[config.mk]
export PLATFORM = sky130hd
export DESIGN_NAME = regex_coprocessor
export DESIGN_NICKNAME = d
export VERILOG_FILES = /design/src/regex_pkg.sv /design/src/regex_ifs.sv /design/src/regex_coprocessor.sv /design/src/regex_thread_engine.sv /design/src/regex_controller.sv /design/src/regex_mem_arbiter.sv
export SDC_FILE = /design/constraint.sdc
export NUM_CORES = 1
export LEC_CHECK = 0
export ABC_AREA = 1
export BUFFER_PORTS_ARGS = -buffer_cell sky130_fd_sc_hd__buf_2
export CAP_MARGIN = 20
export CORE_ASPECT_RATIO = 0.5
export CORE_MARGIN = 2
export CORE_UTILIZATION = 60
export DETAILED_ROUTE_END_ITERATION = 8
export PLACE_DENSITY = 0.79
export SETUP_SLACK_MARGIN = 0.4
export SLEW_MARGIN = 40
export SYNTH_ARGS = -nofsm -noshare
export SYNTH_HDL_FRONTEND = slang
export SYNTH_SLANG_ARGS = --single-unit
[constraint.sdc]
create_clock -name clk -period 7.3 [get_ports clk]
set_input_delay 1.46 -clock clk [delete_from_list [all_inputs] [get_ports clk]]
set_output_delay 1.46 -clock clk [all_outputs]
set_load 0.1 [all_outputs]
[src/regex_pkg.sv]
`default_nettype none

package regex_pkg;

    // shared memory geometry
    localparam int MEM_ADDR_WIDTH = 11;
    localparam int MEM_DATA_WIDTH = 16;
    // two characters per memory word, low byte first
    localparam int CHAR_WIDTH = 8;
    // program counter p is memory word p
    localparam int PC_WIDTH = 8;

    // each pc queue holds 2**QUEUE_DEPTH_LOG entries
    localparam int QUEUE_DEPTH_LOG = 2;
    localparam logic [QUEUE_DEPTH_LOG:0] QUEUE_DEPTH = {1'b1, {QUEUE_DEPTH_LOG{1'b0}}};

    // zero byte closes the string
    localparam logic [CHAR_WIDTH-1:0] CHAR_TERMINATOR = '0;
    // first thread of a run starts here
    localparam logic [PC_WIDTH-1:0] START_PC = '0;

    typedef enum logic [1:0] {
        OP_MATCH  = 2'd0,
        OP_ACCEPT = 2'd1,
        OP_JMP    = 2'd2,
        OP_SPLIT  = 2'd3
    } regex_opcode_t;

    // used by MATCH
    typedef struct packed {
        regex_opcode_t           opcode;
        logic [5:0]              reserved;
        logic [CHAR_WIDTH-1:0]   char_value;
    } regex_char_view_t;

    // used by JMP and SPLIT
    typedef struct packed {
        regex_opcode_t           opcode;
        logic [PC_WIDTH-1:0]     target;
        logic [5:0]              reserved;
    } regex_branch_view_t;

    // one instruction word, opcode sits in the same place in both views
    typedef union packed {
        regex_char_view_t   char_view;
        regex_branch_view_t branch_view;
    } regex_instr_t;

    typedef enum logic [2:0] {
        IDLE,
        FETCH_FIRST,
        FETCH_NEXT,
        EXEC,
        DONE_ACCEPT,
        DONE_REJECT,
        ERROR
    } regex_state_t;

endpackage

`default_nettype wire
[src/regex_ifs.sv]
`default_nettype none

// valid/ready memory request, data follows a grant by one cycle
interface regex_mem_if;
    import regex_pkg::*;

    logic                       valid;
    logic                       ready;
    logic [MEM_ADDR_WIDTH-1:0]  addr;
    // zero except in the cycle after this requester was granted
    logic [MEM_DATA_WIDTH-1:0]  data;

    modport requester (output valid, output addr, input ready, input data);
    modport arbiter (input valid, input addr, output ready, output data);
endinterface

// per-character control between run FSM and thread engine
interface regex_step_if;
    import regex_pkg::*;

    logic                   go;
    // single-cycle pulses
    logic                   seed;
    logic                   flush;
    logic [CHAR_WIDTH-1:0]  current_char;
    // selects which pc queue is current
    logic                   even_char;
    logic                   running;
    logic                   accepts;
    logic                   overflow;

    modport controller (
        output go, output seed, output flush, output current_char, output even_char,
        input running, input accepts, input overflow
    );
    modport engine (
        input go, input seed, input flush, input current_char, input even_char,
        output running, output accepts, output overflow
    );
endinterface

`default_nettype wire

[src/regex_coprocessor.sv]
`default_nettype none

module regex_coprocessor
(
    input  logic                                  clk,
    input  logic                                  reset,

    // shared memory
    input  logic                                  memory_ready,
    output logic [regex_pkg::MEM_ADDR_WIDTH-1:0]  memory_addr,
    input  logic [regex_pkg::MEM_DATA_WIDTH-1:0]  memory_data,
    output logic                                  memory_valid,

    // host side
    input  logic                                  start_ready,
    input  logic [regex_pkg::MEM_ADDR_WIDTH-1:0]  start_cc_pointer,
    output logic                                  start_valid,
    output logic                                  finish,
    output logic                                  accept,
    output logic                                  error
);
    // controller and engine memory ports, controller side has priority
    regex_mem_if  char_mem ();
    regex_mem_if  instr_mem ();
    regex_step_if step ();

    regex_mem_arbiter u_arbiter (
        .clk          (clk),
        .reset        (reset),
        .char_mem     (char_mem),
        .instr_mem    (instr_mem),
        .memory_ready (memory_ready),
        .memory_addr  (memory_addr),
        .memory_valid (memory_valid),
        .memory_data  (memory_data)
    );

    regex_controller u_controller (
        .clk              (clk),
        .reset            (reset),
        .start_ready      (start_ready),
        .start_cc_pointer (start_cc_pointer),
        .start_valid      (start_valid),
        .finish           (finish),
        .accept           (accept),
        .error            (error),
        .char_mem         (char_mem),
        .step             (step)
    );

    regex_thread_engine u_engine (
        .clk       (clk),
        .reset     (reset),
        .step      (step),
        .instr_mem (instr_mem)
    );

endmodule

`default_nettype wire

[src/regex_thread_engine.sv]
`default_nettype none

module regex_thread_engine
(
    input  logic           clk,
    input  logic           reset,
    regex_step_if.engine   step,
    regex_mem_if.requester instr_mem
);
    import regex_pkg::*;

    // one pc queue per character parity
    logic [PC_WIDTH-1:0]        queue_mem [2][QUEUE_DEPTH];
    logic [QUEUE_DEPTH_LOG-1:0] rd_ptr [2];
    logic [QUEUE_DEPTH_LOG-1:0] wr_ptr [2];
    logic [QUEUE_DEPTH_LOG:0]   count [2];

    // pushes and pops requested this cycle, per queue
    logic [QUEUE_DEPTH_LOG:0]   push_n [2];
    logic [PC_WIDTH-1:0]        push_pc0 [2];
    logic [PC_WIDTH-1:0]        push_pc1 [2];
    logic                       push_ok [2];
    logic                       pop [2];
    logic                       push_lost;
    logic                       accept_hit;

    logic                       cur_q;
    logic                       nxt_q;
    logic                       issue;
    logic                       in_flight;
    logic [PC_WIDTH-1:0]        flight_pc;
    logic [PC_WIDTH-1:0]        next_pc;
    logic [PC_WIDTH-1:0]        head_pc;
    regex_instr_t               instr;

    assign cur_q   = step.even_char;
    assign nxt_q   = ~step.even_char;
    assign head_pc = queue_mem[cur_q][rd_ptr[cur_q]];
    assign next_pc = flight_pc + 1'b1;
    // word returned for the instruction in flight
    assign instr   = instr_mem.data;

    // request held until granted, pop happens on the grant
    assign instr_mem.valid = step.go && !in_flight && (count[cur_q] != '0);
    assign instr_mem.addr  = {{(MEM_ADDR_WIDTH-PC_WIDTH){1'b0}}, head_pc};
    assign issue           = instr_mem.valid && instr_mem.ready;

    assign step.running = in_flight || (count[cur_q] != '0);

    always_comb
    begin
        for (int q = 0; q < 2; q++)
        begin
            push_n[q]   = '0;
            push_pc0[q] = START_PC;
            push_pc1[q] = START_PC;
        end
        accept_hit = 1'b0;
        // first thread of the run
        if (step.seed)
            push_n[cur_q] = 1;
        // execute in the cycle the word comes back
        if (in_flight)
        begin
            case (instr.char_view.opcode)
                OP_MATCH:
                begin
                    // survivor moves on to the next character
                    if (instr.char_view.char_value == step.current_char)
                    begin
                        push_n[nxt_q]   = 1;
                        push_pc0[nxt_q] = next_pc;
                    end
                end
                OP_ACCEPT:
                    accept_hit = 1'b1;
                OP_JMP:
                begin
                    push_n[cur_q]   = 1;
                    push_pc0[cur_q] = instr.branch_view.target;
                end
                OP_SPLIT:
                begin
                    // both branches stay on this character
                    push_n[cur_q]   = 2;
                    push_pc0[cur_q] = instr.branch_view.target;
                    push_pc1[cur_q] = next_pc;
                end
            endcase
        end
        push_lost = 1'b0;
        for (int q = 0; q < 2; q++)
        begin
            push_ok[q] = (push_n[q] != '0) && (count[q] + push_n[q] <= QUEUE_DEPTH);
            pop[q]     = issue && (cur_q == q[0]);
            // a thread would be dropped
            if (push_n[q] != '0 && !push_ok[q])
                push_lost = 1'b1;
        end
    end

    always_ff @(posedge clk)
    begin
        if (reset || step.flush)
        begin
            for (int q = 0; q < 2; q++)
            begin
                rd_ptr[q] <= '0;
                wr_ptr[q] <= '0;
                count[q]  <= '0;
            end
            in_flight     <= 1'b0;
            step.accepts  <= 1'b0;
            step.overflow <= 1'b0;
        end
        else
        begin
            for (int q = 0; q < 2; q++)
            begin
                if (push_ok[q])
                    wr_ptr[q] <= wr_ptr[q] + push_n[q][QUEUE_DEPTH_LOG-1:0];
                if (pop[q])
                    rd_ptr[q] <= rd_ptr[q] + 1'b1;
                count[q] <= count[q] + (push_ok[q] ? push_n[q] : '0)
                            - {{QUEUE_DEPTH_LOG{1'b0}}, pop[q]};
            end
            // data always returns one cycle after the grant
            in_flight <= issue;
            if (accept_hit)
                step.accepts <= 1'b1;
            if (push_lost)
                step.overflow <= 1'b1;
        end
    end

    // queue storage and pc of the instruction in flight
    always_ff @(posedge clk)
    begin
        if (issue)
            flight_pc <= head_pc;
        for (int q = 0; q < 2; q++)
        begin
            if (push_ok[q])
            begin
                queue_mem[q][wr_ptr[q]] <= push_pc0[q];
                if (push_n[q] == 2)
                    queue_mem[q][wr_ptr[q] + 1'b1] <= push_pc1[q];
            end
        end
    end

endmodule

`default_nettype wire

[src/regex_controller.sv]
`default_nettype none

module regex_controller
(
    input  logic                                  clk,
    input  logic                                  reset,
    input  logic                                  start_ready,
    input  logic [regex_pkg::MEM_ADDR_WIDTH-1:0]  start_cc_pointer,
    output logic                                  start_valid,
    output logic                                  finish,
    output logic                                  accept,
    output logic                                  error,
    regex_mem_if.requester                        char_mem,
    regex_step_if.controller                      step
);
    import regex_pkg::*;

    regex_state_t            state;
    regex_state_t            next_state;
    // byte pointer, low bit picks the byte inside a word
    logic [MEM_ADDR_WIDTH:0] cc_pointer;
    logic [MEM_ADDR_WIDTH:0] next_cc_pointer;
    logic [MEM_ADDR_WIDTH:0] advance_pointer;
    logic [CHAR_WIDTH-1:0]   cur_char;
    logic [CHAR_WIDTH-1:0]   next_char;
    logic [CHAR_WIDTH-1:0]   fetched_char;
    logic                    even_char;
    logic                    next_even_char;

    assign advance_pointer = cc_pointer + 1'b1;
    // low byte for even pointer, high byte for odd
    assign fetched_char = cc_pointer[0] ? char_mem.data[CHAR_WIDTH +: CHAR_WIDTH]
                                        : char_mem.data[0 +: CHAR_WIDTH];

    assign step.current_char = cur_char;
    assign step.even_char    = even_char;

    always_ff @(posedge clk)
    begin
        if (reset)
        begin
            state      <= IDLE;
            cc_pointer <= '0;
            cur_char   <= '0;
            even_char  <= 1'b1;
        end
        else
        begin
            state      <= next_state;
            cc_pointer <= next_cc_pointer;
            cur_char   <= next_char;
            even_char  <= next_even_char;
        end
    end

    always_comb
    begin
        next_state      = state;
        next_cc_pointer = cc_pointer;
        next_char       = cur_char;
        next_even_char  = even_char;
        start_valid     = 1'b0;
        finish          = 1'b0;
        accept          = 1'b0;
        error           = 1'b0;
        char_mem.valid  = 1'b0;
        char_mem.addr   = start_cc_pointer;
        step.go         = 1'b0;
        step.seed       = 1'b0;
        step.flush      = 1'b0;
        case (state)
            IDLE:
            begin
                // first string word, only while the host offers a job
                char_mem.valid = start_ready;
                if (start_ready && char_mem.ready)
                begin
                    next_state      = FETCH_FIRST;
                    next_cc_pointer = {start_cc_pointer, 1'b0};
                    start_valid     = 1'b1;
                end
            end
            FETCH_FIRST:
            begin
                // word is back, start the first thread
                next_char  = fetched_char;
                step.seed  = 1'b1;
                next_state = EXEC;
            end
            EXEC:
            begin
                step.go = 1'b1;
                if (step.overflow)
                    next_state = ERROR;
                else if (step.accepts)
                    next_state = DONE_ACCEPT;
                else if (!step.running)
                begin
                    // all threads for this character are done
                    if (cur_char == CHAR_TERMINATOR)
                        next_state = DONE_REJECT;
                    else
                    begin
                        char_mem.valid = 1'b1;
                        char_mem.addr  = advance_pointer[MEM_ADDR_WIDTH:1];
                        if (char_mem.ready)
                        begin
                            next_state      = FETCH_NEXT;
                            next_cc_pointer = advance_pointer;
                            // next queue becomes current
                            next_even_char  = ~even_char;
                        end
                    end
                end
            end
            FETCH_NEXT:
            begin
                next_char = fetched_char;
                // no surviving thread means no match
                next_state = step.running ? EXEC : DONE_REJECT;
            end
            DONE_ACCEPT:
            begin
                finish     = 1'b1;
                accept     = 1'b1;
                step.flush = 1'b1;
                next_state = IDLE;
            end
            DONE_REJECT:
            begin
                finish     = 1'b1;
                step.flush = 1'b1;
                next_state = IDLE;
            end
            ERROR:
            begin
                // held until reset
                error = 1'b1;
            end
            default:
            begin
                next_state = IDLE;
            end
        endcase
    end

endmodule

`default_nettype wire

[src/regex_mem_arbiter.sv]
`default_nettype none

module regex_mem_arbiter
(
    input  logic                                  clk,
    input  logic                                  reset,
    regex_mem_if.arbiter                          char_mem,
    regex_mem_if.arbiter                          instr_mem,
    input  logic                                  memory_ready,
    output logic [regex_pkg::MEM_ADDR_WIDTH-1:0]  memory_addr,
    output logic                                  memory_valid,
    input  logic [regex_pkg::MEM_DATA_WIDTH-1:0]  memory_data
);
    // character fetch always wins over instruction fetch
    logic char_selected;
    // a word comes back this cycle
    logic resp_pending;
    // and it belongs to the character side
    logic resp_to_char;

    assign char_selected = char_mem.valid;

    assign memory_valid = char_mem.valid | instr_mem.valid;
    assign memory_addr  = char_selected ? char_mem.addr : instr_mem.addr;

    // only the selected side sees ready
    assign char_mem.ready  = memory_ready & char_selected;
    assign instr_mem.ready = memory_ready & ~char_selected;

    always_ff @(posedge clk)
    begin
        if (reset)
        begin
            resp_pending <= 1'b0;
            resp_to_char <= 1'b0;
        end
        else
        begin
            resp_pending <= memory_valid & memory_ready;
            resp_to_char <= char_selected;
        end
    end

    // steer returned word to its owner, the other side reads zero
    assign char_mem.data  = (resp_pending && resp_to_char) ? memory_data : '0;
    assign instr_mem.data = (resp_pending && !resp_to_char) ? memory_data : '0;

endmodule

`default_nettype wire

Word level (Yosys, flattened, before mapping)
Memories as Yosys holds them, arrays and structs flattened. A register that Yosys moved wholly into a read port is not among the register bits.
Index checks and enable logic that the tools add are counted.
Widths: inputs -> output; s select.

word-level totals
  flip-flop bits (word level) = 37
  memory bits (writable) = 78
  input bits = 31
  word-level logic and storage cells = 369
  memories kept = 4

memory list
  name                depth  bits a word  rd ports  clocked after Yosys merged registers in  write ports  RTL line                   source
  u_engine.queue_mem  2      32           1         1                                        2            regex_thread_engine.sv:13  logic [PC_WIDTH-1:0] queue_mem [2][QUEUE_DEPTH];
  u_engine.count      2      3            3         1                                        2            regex_thread_engine.sv:16  logic [QUEUE_DEPTH_LOG:0] count [2];
  u_engine.rd_ptr     2      2            3         1                                        2            regex_thread_engine.sv:14  logic [QUEUE_DEPTH_LOG-1:0] rd_ptr [2];
  u_engine.wr_ptr     2      2            2         0                                        2            regex_thread_engine.sv:15  logic [QUEUE_DEPTH_LOG-1:0] wr_ptr [2];

cells by class
  $add $sub $neg = 14
  magnitude comparators = 15
  equality and inequality tests = 20
  multiplexer cells = 169
  bitwise operators = 100
  reduce and logical (&&, ||, !) cells = 37

operators by type and width
  kind                   count
  $mux 32                4
  $mux 1                 104
  $mux 16                6
  $mux 12                6
  $mux 8                 9
  $or 1x1->1             71
  $mux 11                6
  $demux 8 s2            4
  $and 16x16->16         3
  $mux 3                 13
  $pmux 16 s2            1
  $pmux 12 s2            1
  $logic_and 1x1->1      18
  $pmux 6 s3             1
  $bmux 8 s2             1
  $demux 8 s1            2
  $ge 3x3->1 const B     5
  $not 2->3              5
  $pmux 3 s5             1
  $add 12x1->12 const B  1
  $add 3x3->3            4
  $eq 3x2->1 const B     4
  $lt 3x1->1 const B     4
  $mux 6                 2
  other kinds (39)       79

Logic depth before layout (Yosys ltp)
  depth after elaboration = 18
  depth in mapped cells = 25
  mapped depth without buffers = 25

Hierarchy
From an unflattened synthesis, not the netlist that was laid out.

second synthesis, totals
  cells, all modules = 1042
  area total of the unflattened synthesis = 7586.0 sq um

by module, submodules not included
  module               instances  cells each  area an instance (sq um)  seq. area each (sq um)
  regex_thread_engine  1          651         5449.0                    2582.5
  regex_controller     1          290         1706.6                    480.5
  regex_mem_arbiter    1          101         430.4                     40.0

Worst setup path after synthesis
OpenSTA, ideal clock, no wires.

  path kind = input to output
  start point = input port start_ready
  end point = output port memory_addr[1] (netlist name)
  arrival = 4306 ps
  path slack = 1534 ps
  stages = 5
  buffers on the path = 1
  path through = inv_1 -> nor2_1 -> clkbuf_1 -> a21oi_1 -> o21ai_0

between the ends
  cells in the longest elaborated chain, start to end = 2

RTL lines
  what                RTL line                 source
  start: declaration  regex_coprocessor.sv:15  input logic start_ready,
  $pmux 1 s2          regex_controller.sv:71   case (state)
  $mux 11             regex_mem_arbiter.sv:24  assign memory_addr = char_selected ? char_mem.addr : instr_mem.addr;
  end: declaration    regex_coprocessor.sv:10  output logic [regex_pkg::MEM_ADDR_WIDTH-1:0] memory_addr,

Every way passes these cells.

==> results.txt <==
- Number of routed nets with antenna violations: 0
- The number of clock buffers added by TritonCTS is 17.
- Cell Area, Placed: 7510 µm²
- The total area inside the core boundary comes to 11700 µm².
- Number of cells produced by synthesis: 927
- Portion of total power attributed to combinational logic: 0.381
- In the final layout, the share of cells above drive strength 1 is 0.135.
* Maximum buffer depth of the clock tree: 2
* Non-filler cells in the finished layout: 1146
* Total of hold buffers inserted after clock tree synthesis: 0
* Startpoint Class: register
- Critical path required time: 5.84 ns
* Starting density of the core: 0.611
- The biggest area contributor in the post-synthesis netlist is edfxtp_1.
- The final count of hold timing violations came to 0.
* Share of Yosys cell area claimed by the top area cell type: 0.335
- Skew-Pair Late Insertion Delay: 0.42 ns
- Internal power: 1470 µW
* Total via count after detailed routing: 6728
- Final max-slew violation count: 0
* RSZ-0062 raised after global routing: no
- Setup violations remaining at the end of the flow were counted as 0.
- Quantity of I/O buffers inserted on ports: 46
- Post-route clock period utilization: 0.733
- Of the total power, the clock network draws 0.294.
- Met1 track utilization from global routing: 0.447
* Global Route met3 Usage: 0.101
- Critical Path Sink Type: primary output
- Based on the critical path, the design can be clocked at up to 0.187 GHz.
* Post-synthesis sequential area ratio: 0.435
- The library cell used most frequently in the layout, excluding fill and tap cells, is nand2_1.
* Clock transition at the registers of the reported paths: 0.06 ns
- Sw Ratio: 0.441
- Worst Hold Slack: 0.491 ns
- Cell count after placement: 1113
* Count of yosys warnings during synthesis: 0
- IR analysis of the VDD net gives a maximum drop of 0.416 mV.
- For this run, design rule violations remaining after detail routing come to 0.
- DRT Pass-1 Iters: 8
* Count of fill cells added during filler insertion: 944
- For this run, the post-layout net count is 1014.
- Across every metal layer, demand over resource in global routing totals 0.328.
* Synth Net Count: 974
- The floorplan step defined a die boundary enclosing 12900 µm².
* Post-DP HPWL: 15.1 mm
- After detailed routing, the total wire length is 20.6 mm.
- Summed over all cells, the static leakage comes to 0.00328 µW.
- Number of setup buffers added after CTS: 0
- Setup total negative slack on the finished layout was measured at 0 ns.
* Area of all placed cells without fillers: 8060 µm²
- Class of the tightest hold or removal check: reg2reg
- Post-CTS sizing: 0
* Arrival time reported for the critical path endpoint: 3.89 ns
- Met2 track demand over resource: 0.488
* Post-layout minimum cycle time: 5.35 ns
- Dividing the detail-routed via count by the number of cells gives 5.87.
* P per Cell Area: 326 nW/µm²
* Worst-Margin Slew: 0.844 ns
* Residual overflow from global routing: 0
- The congestion estimate from routability-driven global placement came to 0.931.
- Detailed router's first-iteration violation count: 795
* Multi-input logic area: 3480 µm²
* Row Count: 28
* WL/cell: 18.0 µm
- Averaged over all synthesized cells, the footprint is 7.74 µm².
- TritonCTS clock tree: yes
- Of the total power, registers draw 0.325.
- The run finished with clean final reports.
- The die is 159 µm wide.
* Number of register bits inferred by synthesis: 116
- Overall power consumption after layout is estimated at 2630 µW.
- Most Crowded Layer GR: met2
- Area growth from synthesis to layout: 12.3%
- The clock arrives with 0.00838 ns of skew.
- Number of antenna violations at the first check in global routing: 0
- The number of global-route vias before repair was 6024.
* Top area cells in the synthesized netlist: edfxtp_1, nand2_1, dfxtp_1, o21ai_0, inv_1
- Along the worst path, the maximum fanout reaches 29.
- From bottom edge to top edge, the die measures 81.3 µm.
- In this run the power spent charging and discharging nets is 1160 µW.
* Count of distinct cell types in the synthesized netlist: 49
- Commonest cells after routing, fill and taps aside: nand2_1, inv_1, o21ai_0
- For this design the top-level I/O count stands at 47.
* Largest net degree at the start of global routing: 30
* Sequential standard cell area: 3120 µm²
* Crit Path Class: reg2out
- In this run the cell area of the synthesized design comes to 7170 µm².
* Sinks on the clock net: 116
- CTS placed an instance of clkbuf_16 at the clock tree root.
* CTS H-tree lvls: 4
- Maximum Capacitance Violations: 0
- Worst slew margin: 0.432
- First-pass GRT wire length: 31.2 mm
## final timing paths
check | startpoint | to | slack (ns) | cells past startpoint
hold reg to reg | u_controller.step.current_char[3]$_SDFFE_PP0P_ | u_controller.step.current_char[3]$_SDFFE_PP0P_ | 0.49 | 2
setup reg to reg | u_arbiter.resp_pending$_SDFF_PP0_ | u_engine.queue_mem[1][2]$_DFFE_PP_ | 2.81 | 20
hold / removal | u_controller.step.current_char[3]$_SDFFE_PP0P_ | u_controller.step.current_char[3]$_SDFFE_PP0P_ | 0.49 | 2
setup / recovery | register | memory_addr[1] | 1.95 | 11
## cell families after synthesis
kind of cell | after synthesis | share of synthesized area
fa+ha+maj | 16 | 0.0321
flops | 116 | 0.435
compound gates | 198 | 0.160
simple gates | 432 | 0.265
buf+inv | 142 | 0.0797
xor+xnor | 23 | 0.0281
## through the flow
step / utilization / worst slack [ns]
3_5_place_dp: 0.640 / 2.19
4_1_cts: 0.686 / 2.12
5_1_grt: 0.686 / 1.76
2_1_floorplan: - / 1.53
6_report: 0.686 / 1.95
3_3_place_gp: 0.640 / 2.18
## power groups by stage
stage                     clock network [µW]  logic (µW)  registers, µW
after floorplan                            0         788            837
after global placement                     0         959            861
after detailed placement                   0         974            863
after CTS                                771         983            851
after global routing                     802        1070            861
final                                    773        1000            853
## cells in the mapped netlist (all sizes together)
master and count:
a211oi 3, a21o 2, a21oi 50, a22oi 1, a311oi 3, a31oi 2
and2 1, buf 20, clkbuf 12, clkinv 3, dfxtp 36, edfxtp 80
fa 4, ha 12, inv 107, nand2 252, nand3 65, nand3b 1
nand4 11, nor2 86, nor3 9, nor3b 1, o2111ai 4, o211ai 4
o21a 1, o21ai 102, o21bai 1, o22ai 17, o31ai 8, or2 6
xnor2 6, xor2 17
## state kept, by name, indices dropped and copies added, names as in the netlist, 3 cells and up, named ones only
name / count
u_engine.flight_pc: 8
u_controller.state: 3
u_engine.count: 6
u_engine.queue_mem: 64
u_engine.wr_ptr: 4
u_controller.cc_pointer: 12
u_engine.rd_ptr: 4
u_controller.step.current_char: 8
## cell type report
class / instances / area share
clock buffers: 18 / 0.0533
repair buffers: 53 / 0.0351
inverters: 110 / 0.0516
clock inverters: 14 / 0.0141
well taps: 165 / 0.0256
diodes: 1 / 0.000311
flip-flops and latches: 116 / 0.388
multi-input cells: 669 / 0.432
## per-layer routing
| metal | vias up | share of wire |
|---|---|---|
| li1 | 3197 | - |
| met1 | 3065 | 0.42 |
| met2 | 418 | 0.43 |
| met3 | 48 | 0.12 |
| met4 | 0 | 0.025 |
| met5 | - | 0 |
## critical path: stages (launching register included)
cell     delay, ns
dfxtp_1       0.30
buf_4         0.21
inv_2         0.34
or2_1         0.17
o21ai_2       0.05
buf_4         0.22
inv_1         0.53
a21oi_1       0.15
o31ai_1       0.74
nand2_1       0.16
o21ai_0       0.12
buf_2         0.45
No activity file was read; power rests on OpenSTA's default activity.
